==> src/hdl/pll_cfg_pkg.sv <==
`default_nettype none

package pll_cfg_pkg;

	localparam int spi_addr_w = 6;	// Register address bits in a frame
	localparam int spi_data_w = 24;	// Register data bits in a frame
	localparam int spi_pulses = 32;	// SCK pulses per frame

	typedef logic [spi_addr_w-1:0] spi_addr_t;
	typedef logic [spi_data_w-1:0] spi_data_t;

	// The first bit on SDI is the read flag, so the encoding follows the wire
	typedef enum logic {
		op_write = 1'b0,
		op_read  = 1'b1
	} spi_op_t;

	// Bits 29 to 24 address, bits 23 to 0 data
	typedef logic [31:0] cfg_word_t;

	localparam int cfg_count = 15;

	// Synthesizer bring-up sequence, written in this order
	localparam cfg_word_t cfg_table [cfg_count] = '{
		32'h02000001,	// Reference divider
		32'h06200B4A,	// Delta-sigma modulator setup
		32'h070008CD,	// Lock detect
		32'h08C1BEFF,	// Analog enables
		32'h09403264,	// Charge pump currents
		32'h0A002046,	// VCO autocal
		32'h0F0000A1,	// GPO and lock detect pin
		32'h05000F88,	// VCO subsystem writes start here
		32'h05007310,
		32'h05002A98,
		32'h05001628,
		32'h050060A0,
		32'h05000000,	// Closes the VCO subsystem access
		32'h03000019,	// Integer divider
		32'h04000000	// Fractional divider, triggers the autocal
	};

	localparam spi_addr_t readback_addr = 6'd2;	// Polled status register

	typedef enum logic [1:0] {
		st_power_wait,
		st_issue,
		st_wait_done,
		st_read_gap
	} seq_state_t;

	typedef enum logic {
		st_idle,
		st_frame
	} eng_state_t;

endpackage

`default_nettype wire

==> src/hdl/spi_cmd_if.sv <==
`timescale 1ns/1ps
`default_nettype none

interface spi_cmd_if import pll_cfg_pkg::*; ();

	logic      start;	// One-cycle request strobe
	spi_op_t   op;	// Valid while start is high
	spi_addr_t addr;
	spi_data_t wdata;
	logic      done;	// One-cycle strobe at the end of the frame
	spi_data_t rdata;	// Holds the result of the last read frame

	modport requester (
		output start,
		output op,
		output addr,
		output wdata,
		input  done,
		input  rdata
	);

	modport server (
		input  start,
		input  op,
		input  addr,
		input  wdata,
		output done,
		output rdata
	);

endinterface

`default_nettype wire

==> src/hdl/pll_cfg_sequencer.sv <==
`timescale 1ns/1ps
`default_nettype none

module pll_cfg_sequencer import pll_cfg_pkg::*; #(
	parameter int power_up_cycles = 1048576,
	parameter int read_gap_cycles = 256
) (
	input  logic clk,
	input  logic rst,
	spi_cmd_if.requester cmd
);

	localparam int wait_max = (power_up_cycles > read_gap_cycles) ?
		power_up_cycles : read_gap_cycles;
	localparam int cnt_w = $clog2(wait_max + 1);
	localparam int idx_w = $clog2(cfg_count);

	seq_state_t       state;
	logic [cnt_w-1:0] wait_cnt;	// Shared by the power-up wait and the read gap
	logic [idx_w-1:0] idx;	// Table entry on the command lines
	logic             readback;	// Set once the whole table has gone out
	cfg_word_t        entry;

	// Command fields follow the index, so they are ready in the cycle start rises
	assign entry     = cfg_table[idx];
	assign cmd.op    = readback ? op_read : op_write;
	assign cmd.addr  = readback ? readback_addr : entry[spi_addr_w+spi_data_w-1:spi_data_w];
	assign cmd.wdata = entry[spi_data_w-1:0];

	always_ff @(posedge clk or negedge rst) begin
		if (!rst) begin
			state     <= st_power_wait;
			wait_cnt  <= '0;
			idx       <= '0;
			readback  <= 1'b0;
			cmd.start <= 1'b0;
		end else begin
			cmd.start <= 1'b0;
			case (state)
				st_power_wait: begin
					wait_cnt <= wait_cnt + 1'b1;
					if (wait_cnt == cnt_w'(power_up_cycles - 1)) begin
						cmd.start <= 1'b1;	// Entry 0 is already on the lines
						state     <= st_issue;
					end
				end
				st_issue: begin
					state <= st_wait_done;
				end
				st_wait_done: begin
					if (cmd.done) begin
						if (idx == idx_w'(cfg_count - 1)) begin
							// Last entry stays selected, the read path ignores it
							readback <= 1'b1;
							wait_cnt <= '0;
							state    <= st_read_gap;
						end else begin
							idx       <= idx + 1'b1;
							cmd.start <= 1'b1;	// Back to back with the previous done
							state     <= st_issue;
						end
					end
				end
				st_read_gap: begin
					wait_cnt <= wait_cnt + 1'b1;
					if (wait_cnt == cnt_w'(read_gap_cycles - 1)) begin
						cmd.start <= 1'b1;
						state     <= st_issue;
					end
				end
				default: begin
					state <= st_power_wait;
				end
			endcase
		end
	end

	a_idx_range: assert property (@(posedge clk) disable iff (!rst)
		idx < cfg_count);

	// The engine has no back-pressure, a double strobe would be lost
	a_start_pulse: assert property (@(posedge clk) disable iff (!rst)
		cmd.start |=> !cmd.start);

endmodule

`default_nettype wire

==> src/hdl/spi_frame_engine.sv <==
`timescale 1ns/1ps
`default_nettype none

module spi_frame_engine import pll_cfg_pkg::*; (
	input  logic clk,
	input  logic rst,
	spi_cmd_if.server cmd,
	output logic sen,
	output logic sck,
	output logic sdi,
	input  logic sdo
);

	// Edge numbers count from the edge that samples start as edge 0
	localparam int last_edge = 2 * spi_pulses + 1;	// Last SCK fall, SEN drops with it
	localparam int done_edge = last_edge + 1;
	localparam int rd_first  = 2 * (spi_addr_w + 2) + 1;	// Fall after pulse 8
	localparam int rd_last   = rd_first + 2 * (spi_data_w - 1);	// Fall after pulse 31
	localparam int edge_w    = $clog2(done_edge + 1);

	eng_state_t            state;
	logic [edge_w-1:0]     edge_cnt;
	logic [spi_pulses-1:0] tx_shift;
	logic [spi_data_w-1:0] rx_shift;
	spi_op_t               op_q;
	logic                  accept;
	logic                  sample_en;

	assign accept = (state == st_idle) && cmd.start;

	// Read data is taken on odd edges, one bit per falling SCK
	assign sample_en = (state == st_frame) && (op_q == op_read) && edge_cnt[0] &&
		(edge_cnt >= edge_w'(rd_first)) && (edge_cnt <= edge_w'(rd_last));

	always_ff @(posedge clk or negedge rst) begin
		if (!rst) begin
			state    <= st_idle;
			edge_cnt <= '0;
			sen      <= 1'b0;
			sck      <= 1'b0;
			sdi      <= 1'b0;
			cmd.done <= 1'b0;
		end else begin
			cmd.done <= 1'b0;
			case (state)
				st_idle: begin
					if (cmd.start) begin
						state    <= st_frame;
						edge_cnt <= edge_w'(1);
					end
				end
				st_frame: begin
					edge_cnt <= edge_cnt + 1'b1;
					if (edge_cnt == edge_w'(done_edge)) begin
						cmd.done <= 1'b1;
						state    <= st_idle;
					end else if (edge_cnt == edge_w'(last_edge)) begin
						sen <= 1'b0;
						sck <= 1'b0;
						sdi <= 1'b0;
					end else if (edge_cnt[0]) begin
						sen <= 1'b1;	// Only changes on edge 1
						sck <= 1'b0;
						sdi <= tx_shift[spi_pulses-1];
					end else begin
						sck <= 1'b1;
					end
				end
				default: begin
					state <= st_idle;
				end
			endcase
		end
	end

	always_ff @(posedge clk) begin
		if (accept) begin
			op_q <= cmd.op;
			if (cmd.op == op_read) begin
				tx_shift <= {1'b1, cmd.addr, {(spi_data_w + 1){1'b0}}};
			end else begin
				tx_shift <= {1'b0, cmd.addr, cmd.wdata, 1'b0};
			end
		end else if ((state == st_frame) && edge_cnt[0]) begin
			tx_shift <= tx_shift << 1;
		end

		if (sample_en) begin
			rx_shift <= {rx_shift[spi_data_w-2:0], sdo};	// MSB arrives first
		end

		// Result moves over with done and stays until the next read ends
		if ((state == st_frame) && (edge_cnt == edge_w'(done_edge)) && (op_q == op_read)) begin
			cmd.rdata <= rx_shift;
		end
	end

	a_start_idle: assert property (@(posedge clk) disable iff (!rst)
		cmd.start |-> state == st_idle);

endmodule

`default_nettype wire

==> src/hdl/pll_cfg_top.sv <==
`timescale 1ns/1ps
`default_nettype none

module pll_cfg_top import pll_cfg_pkg::*; #(
	parameter int power_up_cycles = 1048576,
	parameter int read_gap_cycles = 256
) (
	input  logic      clk,
	input  logic      rst,
	input  logic      sdo,
	output logic      sen,
	output logic      sck,
	output logic      sdi,
	output logic      rd_valid,
	output spi_data_t rd_data
);

	spi_cmd_if cmd_if ();

	pll_cfg_sequencer #(
		.power_up_cycles(power_up_cycles),
		.read_gap_cycles(read_gap_cycles)
	) i_sequencer (
		.clk(clk),
		.rst(rst),
		.cmd(cmd_if.requester)
	);

	spi_frame_engine i_frame_engine (
		.clk(clk),
		.rst(rst),
		.cmd(cmd_if.server),
		.sen(sen),
		.sck(sck),
		.sdi(sdi),
		.sdo(sdo)
	);

	// The sequencer holds op for the whole frame, so it tells reads apart at done
	always_ff @(posedge clk or negedge rst) begin
		if (!rst) begin
			rd_valid <= 1'b0;
			rd_data  <= '0;
		end else begin
			rd_valid <= cmd_if.done && (cmd_if.op == op_read);
			if (cmd_if.done && (cmd_if.op == op_read)) begin
				rd_data <= cmd_if.rdata;
			end
		end
	end

endmodule

`default_nettype wire

==> config.mk <==
export PLATFORM = sky130hd
export DESIGN_NAME = pll_cfg_top
export DESIGN_NICKNAME = d
export VERILOG_FILES = /design/src/hdl/pll_cfg_pkg.sv /design/src/hdl/spi_cmd_if.sv /design/src/hdl/pll_cfg_sequencer.sv /design/src/hdl/spi_frame_engine.sv /design/src/hdl/pll_cfg_top.sv
export SDC_FILE = /design/constraint.sdc
export NUM_CORES = 1
export LEC_CHECK = 0
export ABC_AREA = 1
export BUFFER_PORTS_ARGS = -buffer_cell sky130_fd_sc_hd__buf_2
export CAP_MARGIN = 0
export CORE_AREA = 2 2 101 176
export CTS_CLUSTER_SIZE = 30
export DETAILED_ROUTE_END_ITERATION = 8
export DIE_AREA = 0 0 103 178
export HOLD_SLACK_MARGIN = 0.03
export PLACE_DENSITY_LB_ADDON = 0.2
export SLEW_MARGIN = 20
export SYNTH_ARGS = -nofsm -noshare
export SYNTH_HDL_FRONTEND = slang
export SYNTH_HIERARCHICAL = 1
export SYNTH_SLANG_ARGS = --single-unit
==> constraint.sdc <==
create_clock -name clk -period 7.01 [get_ports clk]
set_input_delay 1.402 -clock clk [delete_from_list [all_inputs] [get_ports clk]]
set_output_delay 1.402 -clock clk [all_outputs]
set_load 0.02 [all_outputs]
# Word-level counts from Yosys, hierarchy flattened
# Memory sizes are Yosys's and may differ from the RTL's.
# Cells that the tools add are included.
[classes]
add_sub_neg = 3
n_reduce_logical = 20
n_bitwise = 4
muxes = 33
order_cmp = 3
eq_ne = 13
[ops]
columns = ["cell", "count"]
rows = [
  ["32-bit two-way mux", 3],
  ["30-bit two-way mux", 2],
  ["21-bit two-way mux", 2],
  ["21-bit case mux with 2 select lines", 1],
  ["21-bit by 1-bit adder with 21-bit output (second input constant)", 1],
  ["21-bit by 20-bit == test with 1-bit output (second input constant)", 1],
  ["21-bit by 8-bit == test with 1-bit output (second input constant)", 1],
  ["1-bit two-way mux", 15],
  ["3-bit AND reduction", 5],
  ["7-bit == test (second input constant)", 2],
  ["7-bit case mux with 2 select lines", 1],
  ["1-bit logical AND", 9],
  ["2-bit two-way mux", 4],
  ["2-bit by 1-bit != test with 1-bit output (second input constant)", 4],
  ["2-bit case mux with 4 select lines", 1],
  ["7-bit by 1-bit adder with 7-bit output (second input constant)", 1],
  ["7-bit by 5-bit greater-or-equal comparator with 1-bit output (second input constant)", 1],
  ["7-bit by 6-bit less-or-equal comparator with 1-bit output (second input constant)", 1],
  ["7-bit two-way mux", 1],
  ["6-bit two-way mux", 1],
  ["2-bit nonzero test", 3],
  ["5-bit greater-or-equal comparator (second input constant)", 1],
  ["4-bit inverter with 5-bit output", 1],
  ["4-bit by 1-bit adder with 4-bit output (second input constant)", 1],
  ["10 further kinds", 13],
]
[totals]
reg_bits = 147
memories = 1
romBits = 512
word_cells = 94
out_inout_bits = 28
[memory_table]
columns = ["name", "depth", "width", "read_ports", "rd_ports_with_merged_regs", "wr", "line", "text"]
rows = [
  ["(name not given)", 16, 32, 1, 0, 0, "pll_cfg_sequencer.sv:25", "assign entry = cfg_table[idx];"],
]

# Logic depth before layout (Yosys ltp)
# Gate-level depths: netlist of run 1.
[logic_depth]
ltp_word = 7
mapped_depth = 10
depth_no_buf = 10

# Hierarchy
# Netlist of run 1, hierarchy kept.
[by_module_without_submodules]
columns = ["module", "cells_each", "seq_area_each_um2", "area_each_um2", "n_inst"]
rows = [
  ["spi_frame_engine", 212, 2702.6, 3384.5, 1],
  ["pll_cfg_sequencer", 320, 725.7, 2225.9, 1],
  ["pll_cfg_top", 107, 625.6, 1062.3, 1],
]

# Worst setup path after synthesis of run 1
# Ideal clock, no wire load.
[synth_timing]
kind = "reg-to-reg"
from = "reg i_frame_engine.state"
to = "reg i_frame_engine.rx_shift[0] (enable)"
path_stages_with_launch = 5
setup_slack_ps = 4676
n_path_buf = 0
required_time_ps = 6597
arrival_time_ps = 1921
cell_sequence = "dfrtp_1 > nand2_1 > inv_2 > nand4_1 > a21oi_1"
[synth_between]
elab_chain_len = 4
[synth_lines]
columns = ["item", "line", "text"]
rows = [
  ["start, declared", "spi_frame_engine.sv:21", "eng_state_t state;"],
  ["start signal, assigned", "spi_frame_engine.sv:37", "state <= st_idle;"],
  ["start signal, assigned", "spi_frame_engine.sv:48", "state <= st_frame;"],
  ["start signal, assigned", "spi_frame_engine.sv:56", "state <= st_idle;"],
  ["1-bit logical AND (3 in series)", "spi_frame_engine.sv:32", "assign sample_en = (state == st_frame) && (op_q == op_read) && edge_cnt[0] &&"],
  ["1-bit logical AND", "spi_frame_engine.sv:33", "(edge_cnt >= edge_w'(rd_first)) && (edge_cnt <= edge_w'(rd_last));"],
  ["net i_frame_engine.sample_en", "spi_frame_engine.sv:27", "logic sample_en;"],
  ["end signal, assigned", "spi_frame_engine.sv:89", "rx_shift <= {rx_shift[spi_data_w-2:0], sdo};"],
  ["end, declared", "spi_frame_engine.sv:24", "logic [spi_data_w-1:0] rx_shift;"],
]
# The timed path passes the listed nets, and every way through them passes these cells.
# A chain may end at the register's enable or synchronous reset.

# Final worst setup path of run 1
[layout_timing]
from = "reg rd_data[20]"
to = "out rd_data[20]"
[layout_rtl]
columns = ["item", "line", "text"]
rows = [
  ["start, declared", "pll_cfg_top.sv:15", "output spi_data_t rd_data"],
  ["start signal, assigned", "pll_cfg_top.sv:47", "rd_data <= cmd_if.rdata;"],
]
# No word-level cell between the ends.

==> impl_metrics.toml, run 1 <==
[critical_path]
rr_startpoint = "i_frame_engine/cmd.done"
arrival_ns = 1.01
crit_cells = 1
rr_worst_depth = 7
crit_slowest_cell = "dfrtp_1"
slowest_delay_ns = 0.42
r2r_end = "i_sequencer/wait_cnt[9]"
critPathTopFamily = "flip-flops"
reg2reg_slack_ns = 4.63
critPathLaunchType = "register"
critPathRequiredTime_ns = 5.61
worst_setup_path_end_kind = "output pin"
path_class = "reg2out"
worst-path-max-fanout = 2
crit_chain = "buf_2"
crit_buf_inv = 1

[synthesis]
synth.distinct_cells = 38
synth_edf_count = 80
ys_seq_area_share_pct = 60.8
syn_area_um2 = 6670
ys_ff_latch = 146
synth_top_family_by_area = "simple AND/OR/NAND/NOR gates"
ys_warn_count = 6
synth_fa_ha_area_share_pct = 3.75
synth_compound_area_share_pct = 7.78
async_flop_share_pct = 45.2
syn_area_per_cell_um2 = 10.4
ys_dominant_reg_cell = "edfxtp_1"
synth_cells = 639
synth.area.mux_share_pct = 0
synthSimpleGateAreaFrac_pct = 20.5
synthXorXnorAreaFrac_pct = 0.263

[hold_path]
hold_depth = 0
holdCritPathClass = "reg2reg"
hold_start = "i_frame_engine/rx_shift[23]"
holdPathEnd = "i_frame_engine/cmd.rdata[23]"

[timing]
worst_pin_slew_ns = 1.03
relSlewSlack_pct = 31.0
fin_crit_sh_pct = 34.5
fin_crit_ns = 2.42
max_freq_mhz = 414
clock_skew_ns = 0.00990
finalSetupTns_ns = 0
rsz0062_at_grt = "false"
finalHoldViolCount = 0
slew_viol_final = 0
report.final.setup_viol = 0

[pwr]
irDropWorstVdd_mv = 0.226
powerDensity_nw_per_um2 = 242
p_leak_nw = 3.30

[die]
chipHeight_um = 178
rows = 63
num_io_pins = 31
die_w_um = 103
fp.dieArea_um2 = 18300
fp.coreArea_um2 = 16900
start_util_pct = 39.6

[cells_and_area]
final_nets = 694
drive_gt1_share_pct = 15.1
final_util_pct = 44.7
final.fill_count = 1609
finalNonFillerCells = 911
antenna_cells = 0
syn2layout_area_growth_pct = 13.1

[route]
ant_nets = 0
wl_per_cell_um = 13.8
num_vias = 4406
drt_first_pass_iters = 5
vias_per_cell = 4.84
wirelength_mm = 12.5
drc = 0
drt_iter0_drc = 181

[global_route]
grtUsageTotal_pct = 14.9
grt_max_degree = 67
grt_pass1_wl_mm = 21.0
antenna_found_initial = 0
grt_remaining_overflow = 0
grt_pass1_vias = 4327

[place]
finalWeightedCongestion = 0.857
placement.io_buffers = 30
dp_cells = 879
hpwl_mm = 8.44

[clocking]
cts_made_buffers = 17
clk_path_buf_depth = 2
htree_levels = 4
insertion_delay_ns = 0.42
tritoncts = "done"
cts_root_buffer = "clkbuf_16"
post_cts_buffers = 0
clock-sinks = 146
cts_hold_buffers = 0
cts.repair.resized = 0
path_clk_slew_ns = 0.07

[flow_run]
max-cap-violations = 0

[status]
status = "finished clean"
layer usage:
metal,vias up,global-route usage (%),wire [µm]
met5,-,0,0
met4,0,5.65,246
met3,16,3.96,385
met2,65,25.5,6630
met1,2126,17.5,5270
li1,2199,-,-
synth_stat cells, types with 2 or more instances:
cell type | instances | area (µm²)
edfxtp_1 | 80 | 2400
nor2_2 | 3 | 18.8
o21ai_1 | 3 | 15.0
dfrtp_1 | 66 | 1650
o211ai_1 | 3 | 22.5
a211oi_1 | 2 | 15.0
ha_1 | 20 | 250
a31oi_1 | 2 | 12.5
nor2_1 | 63 | 236
o21ai_0 | 21 | 105
or2_2 | 2 | 12.5
nor3b_1 | 2 | 15.0
buf_8 | 3 | 45.0
inv_1 | 53 | 199
buf_4 | 11 | 82.6
clkbuf_1 | 3 | 11.3
inv_2 | 4 | 15.0
nor2_4 | 6 | 67.6
nand2_2 | 12 | 75.1
a22o_1 | 23 | 201
nand2_1 | 150 | 563
and2_1 | 2 | 12.5
nand4_1 | 10 | 62.6
a21oi_1 | 21 | 105
buf_2 | 2 | 10.0
nand3_1 | 48 | 240
buf_6 | 8 | 90.1
o21ai_2 | 2 | 17.5
xor2_1 | 2 | 17.5
nor3_1 | 4 | 20.0
sequential cells by signal, summed over array words and instances, names as in the netlist:
register	flops
i_frame_engine/tx_shift	31
i_frame_engine/cmd.rdata	24
i_frame_engine/rx_shift	24
rd_data	24
i_sequencer/wait_cnt	21
i_frame_engine/edge_cnt	7
i_sequencer/idx	4
i_sequencer/state	2
i_frame_engine/cmd.done	1
i_frame_engine/op_q	1
i_frame_engine/sck	1
i_frame_engine/sdi	1
i_frame_engine/sen	1
i_frame_engine/state	1
i_sequencer/cmd.start	1
i_sequencer/readback	1
rd_valid	1
worst reg2reg max path, cell delays in order, from the launching register on:
cell and delay (ns):
dfrtp_1 1.03, nand2_1 0.34, o21bai_4 0.41, nand2_1 0.18, nor2_2 0.16, nand2_1 0.06
nand2_1 0.05, nor2_1 0.05
where the power goes:
group / total [mW] / internal (mW) / switching (mW)
Sequential: 0.899 / 0.899 / 0
Combinational: 0.00866 / 0.000738 / 0.00792
Clock: 0.920 / 0.515 / 0.405
Total: 1.83 / 1.41 / 0.413
logic make-up after synthesis:
family          after synthesis
buf+inv                      86
other cells                   1
flops                       146
xor+xnor                      2
compound gates               79
simple gates                305
fa+ha+maj                    20
cells in the final DEF, fill, tap and decap left out, types with 3 or more instances in the layout:
cell type	Yosys	routed
inv_1	53	53
inv_6	0	3
ha_1	20	20
nor2_1	63	62
clkbuf_16	0	17
buf_2	2	30
o21ai_0	21	21
nand2_1	150	150
nor3_1	4	4
buf_4	11	5
inv_8	0	5
a21oi_1	21	20
nand2_2	12	12
nor2_2	3	4
edfxtp_1	80	80
a22o_1	23	23
o211ai_1	3	3
dfrtp_1	66	66
conb_1	1	6
nand3_1	48	48
o21ai_1	3	3
nor2_4	6	6
nand4_1	10	10
clkinv_8	0	4
inv_2	4	4
cell type report:
cell class                      count  area (µm²)  share of cell area [%]
Multi-Input combinational cell    412        2180                    28.9
Inverter                           59         224                    2.97
Clock buffer                       17         425                    5.64
Tap cell                          227         284                    3.76
Clock inverter                     15         191                    2.54
Timing Repair Buffer               35         188                    2.49
Sequential cell                   146        4050                    53.7
how the worst max path moves through the flow:
stage                                        from                    endpoint  slack (ns)
after floorplan              i_frame_engine/state  i_frame_engine/rx_shift[0]        4.68
after CTS                             rd_data[20]                 rd_data[20]        4.56
after global placement    i_frame_engine/cmd.done     i_sequencer/wait_cnt[9]        4.66
final                                 rd_data[20]                 rd_data[20]        4.59
after detailed placement  i_frame_engine/cmd.done     i_sequencer/wait_cnt[9]        4.60
after global routing      i_frame_engine/cmd.done     i_sequencer/wait_cnt[9]        4.41
through the flow:
stage,setup slack [ns],hold WS (ns),cell area [µm²],power (mW)
after detailed placement,4.60,0.407,6930,0.926
after global routing,4.41,0.435,7550,1.89
after floorplan,4.68,0.400,6690,0.919
final,4.59,0.421,7550,1.83
after global placement,4.66,0.403,6930,0.925
after CTS,4.56,0.423,7550,1.86
(Power assumes the default switching activity.)
==> inputs of run 2 (changes only) <==
--- a/config.mk
+++ b/config.mk
@@ -5,7 +5,7 @@
 export SDC_FILE = /design/constraint.sdc
 export NUM_CORES = 1
 export LEC_CHECK = 0
-export ABC_AREA = 1
+export ABC_AREA = 0
 export BUFFER_PORTS_ARGS = -buffer_cell sky130_fd_sc_hd__buf_2
 export CAP_MARGIN = 0
 export CORE_AREA = 2 2 101 176
==> constraint.sdc (replaced) <==
create_clock -name clk -period 2.3 [get_ports clk]
set_input_delay 0.46 -clock clk [delete_from_list [all_inputs] [get_ports clk]]
set_output_delay 0.46 -clock clk [all_outputs]
set_load 0.02 [all_outputs]
==> run 2 against run 1 <==
  * Sequential power grew to 3.0 times the previous value
  * Via count decreased by 11%
  * Flip-flop and latch count unchanged
  * Clock power grew to 3.0 times the previous value
  * Non-clock buffer count increased by 11
  * Cell count fell by 11%
  * Wire length is 5.7% lower
  * Utilization up 0.80 points
  * Synthesized area shrank 0.13%
  * Setup slack worse by 4.4 ns
  * Clock skew shrank 0.0015 ns
==> impl_metrics.toml, run 2 <==
[synthesis]
ys_warn_count = 6
synth.distinct_cells = 57
synth_commonest_cells = "edfxtp_1, dfrtp_1, nand2_1"
synth_cells = 530
async_flop_share_pct = 45.2
ys_seq_area_share_pct = 60.8
syn_area_per_cell_um2 = 12.6
netlist.area_leader.share_pct = 36.0
ys_dominant_reg_cell = "edfxtp_1"
post-synth-top-count-cell = "edfxtp_1"
synth_edf_count = 80
synth_area_leaders = "edfxtp_1, dfrtp_1, mux2_4"
syn_area_um2 = 6660
ys_ff_latch = 146
yosysTopAreaCell = "edfxtp_1"

[critical_path]
critPathLaunchType = "register"
arrival_ns = 2.42
worst-path-max-fanout = 8
slowest_delay_ns = 0.40
worst_setup_path_end_kind = "register"
crit_chain = "inv_1 -> ha_1 -> nor2b_1 -> a2111oi_4 -> buf_4 -> nand4_1 -> xnor2_1 -> and2b_1"
critPathTopFamily = "simple AND/OR/NAND/NOR gates"
critPathRequiredTime_ns = 2.61
path_class = "reg2reg"
crit_buf_inv = 2
crit_slowest_cell = "dfrtp_1"

[timing]
rsz0062_at_grt = "false"
finalSetupTns_ns = 0
report.final.setup_viol = 0
holdWs_ns = 0.0385
clock_skew_ns = 0.00840
fin_crit_ns = 2.11
max_freq_mhz = 473
fin_crit_sh_pct = 91.9
slew_viol_final = 0
finalHoldViolCount = 0

[cells_and_area]
drive_gt1_share_pct = 20.8
final_util_pct = 45.5
final_nets = 592
final_common_cell = "edfxtp_1"
antenna_cells = 0
finalNonFillerCells = 809
largest_register_ffs = 31
syn2layout_area_growth_pct = 15.3
final.fill_count = 1574
max_flop_register = "i_frame_engine/tx_shift"
final_cell_mix = "edfxtp_1, dfrtp_1, nand2_1, o21ai_0, nor2_1"

[pwr]
irDropWorstVdd_mv = 0.569
p_leak_nw = 3.30
powerDensity_nw_per_um2 = 717

[global_route]
antenna_found_initial = 0
grt_pass1_vias = 4115
grt_max_degree = 67
grtUsageTotal_pct = 14.1
grt_pass1_wl_mm = 19.8
grt_remaining_overflow = 0

[die]
fp.coreArea_um2 = 16900
rows = 63
chipHeight_um = 178
num_io_pins = 31
fp.dieArea_um2 = 18300
start_util_pct = 39.5
die_w_um = 103

[status]
status = "finished clean"

[route]
drc = 0
vias_per_cell = 4.85
drt_first_pass_iters = 5
num_vias = 3920
wirelength_mm = 11.8
drt_iter0_drc = 138
ant_nets = 0
wl_per_cell_um = 14.6

[clocking]
path_clk_slew_ns = 0.06
clk_path_buf_depth = 2
post_cts_buffers = 0
cts_root_buffer = "clkbuf_16"
clock-sinks = 146
cts_hold_buffers = 0
cts.repair.resized = 0
cts_made_buffers = 17
insertion_delay_ns = 0.42
htree_levels = 4
tritoncts = "done"

[flow_run]
max-cap-violations = 0

[hold_path]
holdCritPathClass = "in2async"

[place]
dp_cells = 777
placement.io_buffers = 30
finalWeightedCongestion = 0.873
hpwl_mm = 7.99
run 2: cell count changes in the layout (fill, tap and decap cells not counted), moves of 11 or more:
cell	previous run	this run
nor2_1	62	38
nand2b_1	0	24
nand2_1	150	50
inv_1	53	19
nand3_1	48	13
o21ai_0	21	42
a22o_1	23	0
nand2_2	12	1
mux2_4	0	19
xor2_1	2	16
mux2_2	0	13
run 2: layout make-up:
| class | instances | area [µm²] | area share [%] |
|---|---|---|---|
| sequential | 146 | 4050 | 52.8 |
| multi-input combinational | 339 | 2370 | 30.9 |
| clock buffer | 18 | 429 | 5.59 |
| timing repair buffer | 46 | 308 | 4.01 |
| tap | 227 | 284 | 3.70 |
| clock inverter | 14 | 161 | 2.10 |
| inverter | 19 | 71.3 | 0.928 |
run 2: path summary, 6_finish.rpt:
kind                                             start                            to  slack (ns)  cells after the start
min                                                rst      i_sequencer/wait_cnt[16]        0.04                      2
max reg2reg                       i_sequencer/state[0]      i_sequencer/wait_cnt[19]        0.19                      8
min reg2reg                i_frame_engine/rx_shift[23]  i_frame_engine/cmd.rdata[23]        0.42                      0
max                               i_sequencer/state[0]      i_sequencer/wait_cnt[19]        0.19                      8
min in group clk                                   sdo    i_frame_engine/rx_shift[0]        0.21                      1
max in group asynchronous                          rst    i_frame_engine/edge_cnt[0]        1.95                      2
run 2: per-stage QoR:
| stage | power, mW | area (µm²) | setup slack, ns |
|---|---|---|---|
| after floorplan | 2.80 | 6690 | 0.0246 |
| after global placement | 2.82 | 7090 | 0.245 |
| after detailed placement | 2.83 | 7090 | 0.162 |
| after CTS | 5.60 | 7680 | 0.157 |
| after global routing | 5.69 | 7680 | 0.0519 |
| final | 5.51 | 7680 | 0.186 |
run 2: layer usage:
metal / vias to the layer above / routed length (µm) / share of wire (%) / track usage (%)
met5: - / 0 / 0 / 0
met4: 0 / 360 / 3.0 / 7.24
met3: 21 / 351 / 3.0 / 3.92
met2: 52 / 6090 / 52 / 23.4
met1: 1904 / 5010 / 42 / 16.4
li1: 1943 / - / - / -
run 2: power by group:
part,internal (mW),switching [mW],total (mW)
registers,2.74,0,2.74
logic,0.00572,0.0254,0.0311
clock network,1.55,1.19,2.74
total,4.30,1.21,5.51
run 2: kinds of logic (layout without fill, tap and decap cells):
group	Yosys count	count (layout)	share of synthesized area, %
compound gates	78	78	7.23
xor+xnor	22	22	2.89
fa+ha+maj	20	20	3.76
buf+inv	50	97	3.98
flops	146	146	60.8
mux	37	37	7.23
other cells	1	6	0.0563
simple gates	176	176	14.0
